[src/uart_pkg.sv]
//////////////////////////////////////////////////////////////////////
// Shared constants for the UART receive bank.
//////////////////////////////////////////////////////////////////////

package uart_pkg;

  // Number of independent serial lines.
  localparam int NUM_CHANNELS = 4;

  // Width of a channel number on the output port.
  localparam int CHANNEL_BITS = $clog2(NUM_CHANNELS);

  // Frame format.
  localparam int DATA_BITS = 8;
  localparam int STOP_BITS = 2;

  // Ticks per bit period.
  localparam int OVERSAMPLE = 16;

  // Clock cycles per oversampling tick, so one bit is
  // OVERSAMPLE * TICK_DIVIDER clocks long.
  localparam int TICK_DIVIDER = 4;

endpackage : uart_pkg

[src/uart_rx.sv]
`timescale 1ns/1ps

module uart_rx (
  input  logic                           i_clock,
  input  logic                           i_reset,
  input  logic                           i_tick,
  input  logic                           i_rx,
  output logic                           o_done,
  output logic                           o_frame_error,
  output logic [uart_pkg::DATA_BITS-1:0] o_data
);

  import uart_pkg::*;

  typedef enum logic [3:0] {
    ST_IDLE  = 4'b0001,
    ST_START = 4'b0010,
    ST_DATA  = 4'b0100,
    ST_STOP  = 4'b1000
  } state_t;

  state_t state;

  logic                             rx_meta;
  logic                             rx_sync;
  logic [$clog2(OVERSAMPLE)-1:0]    tick_cnt;
  logic [$clog2(DATA_BITS)-1:0]     bit_cnt;
  logic [$clog2(STOP_BITS+1)-1:0]   stop_cnt;
  logic [DATA_BITS-1:0]             shift_reg;
  logic                             stop_err;

  logic bit_mid;
  logic data_sample;
  logic last_data;
  logic stop_sample;
  logic last_stop;

  //////////////////////////////////////////////////////////////////////
  // Sample strobes
  //////////////////////////////////////////////////////////////////////

  // A full bit period after the previous middle.
  assign bit_mid     = i_tick && (tick_cnt == OVERSAMPLE - 1);
  assign data_sample = (state == ST_DATA) && bit_mid;
  assign last_data   = data_sample && (bit_cnt == DATA_BITS - 1);
  assign stop_sample = (state == ST_STOP) && bit_mid;
  assign last_stop   = stop_sample && (stop_cnt == STOP_BITS - 1);

  //////////////////////////////////////////////////////////////////////
  // Control
  //////////////////////////////////////////////////////////////////////

  always_ff @(posedge i_clock) begin
    if (!i_reset) begin
      state    <= ST_IDLE;
      tick_cnt <= '0;
      bit_cnt  <= '0;
      stop_cnt <= '0;
      o_done   <= 1'b0;
      // Line idles high.
      rx_meta  <= 1'b1;
      rx_sync  <= 1'b1;
    end else begin
      rx_meta <= i_rx;
      rx_sync <= rx_meta;
      o_done  <= last_stop;

      case (state)
        ST_IDLE: begin
          if (i_tick && !rx_sync) begin
            state    <= ST_START;
            tick_cnt <= '0;
          end
        end

        ST_START: begin
          if (i_tick) begin
            if (tick_cnt == OVERSAMPLE / 2 - 1) begin
              // Middle of the start bit, drop it if the line went back high.
              tick_cnt <= '0;
              bit_cnt  <= '0;
              state    <= rx_sync ? ST_IDLE : ST_DATA;
            end else begin
              tick_cnt <= tick_cnt + 1'b1;
            end
          end
        end

        ST_DATA: begin
          if (i_tick) begin
            if (bit_mid) begin
              tick_cnt <= '0;
              if (last_data) begin
                stop_cnt <= '0;
                state    <= ST_STOP;
              end else begin
                bit_cnt <= bit_cnt + 1'b1;
              end
            end else begin
              tick_cnt <= tick_cnt + 1'b1;
            end
          end
        end

        ST_STOP: begin
          if (i_tick) begin
            if (bit_mid) begin
              tick_cnt <= '0;
              if (last_stop) begin
                state <= ST_IDLE;
              end else begin
                stop_cnt <= stop_cnt + 1'b1;
              end
            end else begin
              tick_cnt <= tick_cnt + 1'b1;
            end
          end
        end

        default: begin
          state <= ST_IDLE;
        end
      endcase
    end
  end

  //////////////////////////////////////////////////////////////////////
  // Data path
  //////////////////////////////////////////////////////////////////////

  always_ff @(posedge i_clock) begin
    // LSB arrives first, so shift in from the top.
    if (data_sample) begin
      shift_reg <= {rx_sync, shift_reg[DATA_BITS-1:1]};
    end

    // Any low stop sample marks the frame bad.
    if (last_data) begin
      stop_err <= 1'b0;
    end else if (stop_sample && !rx_sync) begin
      stop_err <= 1'b1;
    end

    if (last_stop) begin
      o_data        <= shift_reg;
      o_frame_error <= stop_err | ~rx_sync;
    end
  end

endmodule : uart_rx

[config.mk]
export PLATFORM = sky130hd
export DESIGN_NAME = uart_rx
export DESIGN_NICKNAME = d
export VERILOG_FILES = /design/src/uart_pkg.sv /design/src/uart_rx.sv
export SDC_FILE = /design/constraint.sdc
export NUM_CORES = 1
export LEC_CHECK = 0
export CAP_MARGIN = 0
export CORE_MARGIN = 4
export CORE_UTILIZATION = 55
export DETAILED_ROUTE_END_ITERATION = 10
export DONT_BUFFER_PORTS = 1
export HOLD_SLACK_MARGIN = 0.06
export PLACE_DENSITY = 0.7
export SLEW_MARGIN = 10
export SYNTH_ARGS = -nofsm -noshare
export SYNTH_HDL_FRONTEND = slang
export SYNTH_SLANG_ARGS = --single-unit
[constraint.sdc]
create_clock -name i_clock -period 1.8 [get_ports i_clock]
set_input_delay 0.09 -clock i_clock [delete_from_list [all_inputs] [get_ports i_clock]]
set_output_delay 0.09 -clock i_clock [all_outputs]
set_load 0.02 [all_outputs]
# Word-level counts from Yosys, hierarchy flattened
# Index checks and enable logic that the tools add are counted.
# op_classes
n_eq_ne,20
reduce_logical,16
add_sub_neg,3
n_bitwise,2
mux,30
# ops
op,n
$mux 4,14
$ne 2x2->1 const B,11
$mux 3,6
$pmux 4 s4,1
$mux 2,6
$pmux 4 s3,1
$reduce_and 9->1,1
$eq 4x3->1 const B,2
$eq 4x4->1 const B,2
$logic_and 1x1->1,7
$reduce_and 7->1,1
$pmux 3 s2,1
$reduce_and 6->1,1
$add 4x1->4 const B,1
$eq 4x1->1 const B,1
$eq 4x2->1 const B,1
$pmux 2 s2,1
$reduce_and 4->1,1
$reduce_bool 2->1,2
$add 3x1->3 const B,1
$eq 3x3->1 const B,1
$reduce_bool 3->1,1
$add 2x1->2 const B,1
$eq 2x1->1 const B,1
5 further kinds,5
# totals
register_bits,34
out_inout_bits,10
wordCells,82

# Logic depth before layout (Yosys ltp)
# depth
ltp_word,8
mapped_depth,6
depth_no_buf,6

# Worst setup path after synthesis
# OpenSTA, ideal clock, no wires.
# synth_timing
path_type,reg2reg
from,reg state[3]
to,reg bit_cnt[0]
period_less_slack_ps,1748
t_required_ps,1742
path_slack_ps,52
path_buffers,1
t_arrival_ps,1690
path_stages_with_launch,6
path_cell_list,dfxtp_1 buf_6 or4b_4 nor2_2 and3b_1 mux2_2
# synth_via
elab_chain_len,5
elab_cells_between_ends,12
classes_between,eq/ne: 7; mux: 1; reduce/logical: 4
# synth_lines
element,line,rtl
from (decl),uart_rx.sv:22,state_t state;
from (signal assigned),uart_rx.sv:82,state <= rx_sync ? ST_IDLE : ST_DATA;
$eq 4x3->1,uart_rx.sv:44,assign data_sample = (state == ST_DATA) && bit_mid;
$logic_and 1x1->1,uart_rx.sv:44,
named net data_sample,uart_rx.sv:33,logic data_sample;
$logic_and 1x1->1,uart_rx.sv:45,assign last_data = data_sample && (bit_cnt == DATA_BITS - 1);
$ne 2x2->1 (no source line),-,
$reduce_and 6->1 (no source line),-,
to (signal assigned),uart_rx.sv:97,bit_cnt <= bit_cnt + 1'b1;
to (decl),uart_rx.sv:27,logic [$clog2(DATA_BITS)-1:0] bit_cnt;
# The timed path passes the listed nets, and every way through them passes these cells.
# A chain may end at the register's enable or synchronous reset.

# Worst setup path in the final report
# layout_timing
from,reg state[1]
to,reg bit_cnt[0]
# layout_via
elab_chain_len,5
elab_cells_between_ends,12
classes_between,eq/ne: 7; mux: 1; reduce/logical: 4
# layout_lines
element,line
$eq 4x3->1,"uart_rx.sv:44, uart_rx.sv:68"
$logic_and 1x1->1,uart_rx.sv:44
$logic_and 1x1->1,uart_rx.sv:45
$ne 2x2->1 (no source line),-
$reduce_and 6->1 (no source line),-
# Several ways; a longest one is shown, not always the timed one.

==> out/results.ini <==
[synthesis]
synth-seq-cells = 34
synth_edf_count = 17
syn_area_um2 = 1520
postSynthAreaPerCell_um2 = 11.7
ys_warn_count = 0
ys.flop_type = edfxtp_1
synth_seq_area_share = 0.560
syn_nets = 138
syn_inst = 130
yosysUniqueCellTypes = 46
ys_async_sr_fraction = 0

[final_layout]
n_antenna_cell = 0
final_util = 0.690
finalNonFillerCells = 174
syn2layout_area_growth_pct = 15.5
fill_cells = 194
drive_above_1_share = 0.243
fin_nets = 151

[setup_path]
worstSetupEndpointType = flip-flop
worst-setup-path-type = flip-flop to flip-flop
startpoint = state[1]
critPathMaxFanout = 4
reg2reg_from = state[1]
worstPathArrival_ps = 1950
cpMaxStageDelayCell = or4b_4
startpoint_type = flip-flop
worst-path-buf-inv = 0
slowest_delay_ps = 600
required_ps = 2020
cp_top_family = simple AND/OR/NAND/NOR gates
crit_path_cell_trace = or4b_4 > nor2_4 > a21oi_1 > o21a_1 > mux2_2

[floorplan]
die_h_um = 60.6
initial_core_util = 0.597
rows = 18
die_w_um = 60.6
dieArea_um2 = 3670
io_pins = 14
coreArea_um2 = 2540

[global_routing]
grt_pass1_wl_um = 4640
grt_max_degree = 19
overflow = 0
antenna_found_initial = 0
grt_pass1_vias = 1027
grt.total_usage = 0.174

[power_and_ir_drop]
p_leak_uw = 0.000621
ir_drop_mv = 0.714
pwr_density_cell_nw_per_um2 = 865

[sta]
period_share = 0.960
hold_viol = 0
slew_violations = 0
max_freq_ghz = 0.579
maxSlewHeadroom = 0.599
setup_viol = 0
fin_worst_skew_ps = 5.70
finalCriticalPeriod_ps = 1730
worst_slew_pin_slew_ps = 599

[clocking]
clock_latency_ps = 330
htree_levels = 2
cts_buffer_depth = 2
cts_root_buf = clkbuf_4
clkSinkCount = 34
cts_tree = done
cts_buffers = 5
cts_setup_buffers = 0
clk_pin_slew_ps = 90

[placement]
place_congestion = 0.815
hpwlAfterDp_um = 2070
place_inst = 163
port_buffers = 0

[detailed_routing]
initialDrtViolationCount = 35
ant_nets = 0
drc = 0
wl_per_cell_um = 16.0
vias = 1034
firstDrtPassIters = 4
wl_um = 2790
via_per_inst = 5.94

[run_status]
outcome = completed

[hold_path]
min_from = i_reset
hold_path.class = input pin to flip-flop

[run]
drv_cap = 0

[cells in the mapped netlist, types with 2 or more instances]
| cell type | number | area (µm²) |
|---|---|---|
| dfxtp_1 | 17 | 340 |
| edfxtp_1 | 17 | 510 |
| nand2_1 | 9 | 33.8 |
| nand2b_1 | 6 | 37.5 |
| nor2_1 | 6 | 22.5 |
| a21oi_1 | 5 | 25.0 |
| nor4b_1 | 5 | 43.8 |
| buf_2 | 4 | 20.0 |
| ha_1 | 4 | 50.1 |
| a22o_1 | 3 | 26.3 |
| and2_1 | 3 | 18.8 |
| inv_1 | 3 | 11.3 |
| mux2i_1 | 3 | 30.0 |
| o21a_1 | 3 | 22.5 |
| o21ai_0 | 3 | 15.0 |
| and3_1 | 2 | 12.5 |
| and3b_1 | 2 | 17.5 |
| clkbuf_1 | 2 | 7.51 |
| nand3_1 | 2 | 10.0 |
| nor2b_1 | 2 | 12.5 |
| nor3_1 | 2 | 10.0 |
| o21ai_1 | 2 | 10.0 |
| or4b_4 | 2 | 27.5 |
[timing repair]
item	4_1_cts	5_1_grt
pin swaps	0	3
gates resized for setup	1	9
endpoints found under the setup margin	1	19
endpoints found under the hold margin	13	0
hold buffers	3	0
[cell type report]
class	instances	area (µm²)	area share
clock buffer	6	41.3	0.0235
multi-input combinational	86	659	0.376
timing repair buffer	13	143	0.0813
inverter	3	11.3	0.00641
tap	30	37.5	0.0214
sequential	34	853	0.486
clock inverter	2	10.0	0.00570
[cells in the final DEF, fill, tap and decap left out, types with 2 or more instances in the layout]
cell type      count
nor4b_2            2
and3_1             2
dlygate4sd3_1      3
dfxtp_2            2
nand3_1            2
o21a_1             3
nor3_1             2
buf_12             3
clkbuf_4           5
or4b_4             2
nor2b_1            2
nor2_2             2
o21ai_0            3
edfxtp_1          17
buf_4              7
nor4b_1            3
a22o_1             3
a21oi_1            5
inv_1              3
and2_1             3
ha_1               4
nor2_1             5
clkinv_2           2
dfxtp_1           15
nand2_1            9
mux2i_1            3
nand2b_1           6
[stage by stage]
step                hold WS (ps)  total power (µW)  instance area (µm²)  setup slack (ps)  TNS, ps
floorplan                    191              1050                 1520              52.1        0
global placement             166              1120                 1630              75.9        0
detailed placement           170              1130                 1630             -40.0    -40.0
CTS                         69.6              1520                 1720              6.22        0
global route                79.4              1600                 1760             -28.0    -45.5
finish                      89.4              1520                 1760              71.8        0
[kinds of logic (layout without fill, tap and decap cells)]
family,count (synthesis),after routing,synth area share
buffers and inverters,10,24,0.0329
AOI/OAI and AO/OA,26,26,0.129
DFF,34,34,0.560
muxes,4,4,0.0272
xor gates and xnor gates,1,1,0.00576
adders and majority gates,4,4,0.0329
and+or+nand+nor,51,51,0.212
[layer usage]
metal / track usage / up-vias / routed length [µm]
li1: - / 514 / -
met1: 0.210 / 490 / 1200
met2: 0.295 / 28 / 1420
met3: 0.0638 / 2 / 158
met4: 0.0433 / 0 / 9
met5: 0 / - / 0
[final timing paths]
check | to | slack [ps] | cells after the start
worst max register to register | bit_cnt[0] | 70 | 5
worst min-delay path | bit_cnt[2] | 90 | 2
worst min register to register | rx_sync | 420 | 1
worst max-delay path | bit_cnt[0] | 70 | 5
[report_power, final]
group / total (µW) / internal (µW) / leakage [µW] / switching [µW]
registers: 857 / 828 / 0.000291 / 29.0
clock network: 379 / 149 / 0.0000320 / 230
logic: 282 / 145 / 0.000299 / 137
total: 1520 / 1120 / 0.000621 / 397
Note: power is estimated with default switching activity, not from simulation.
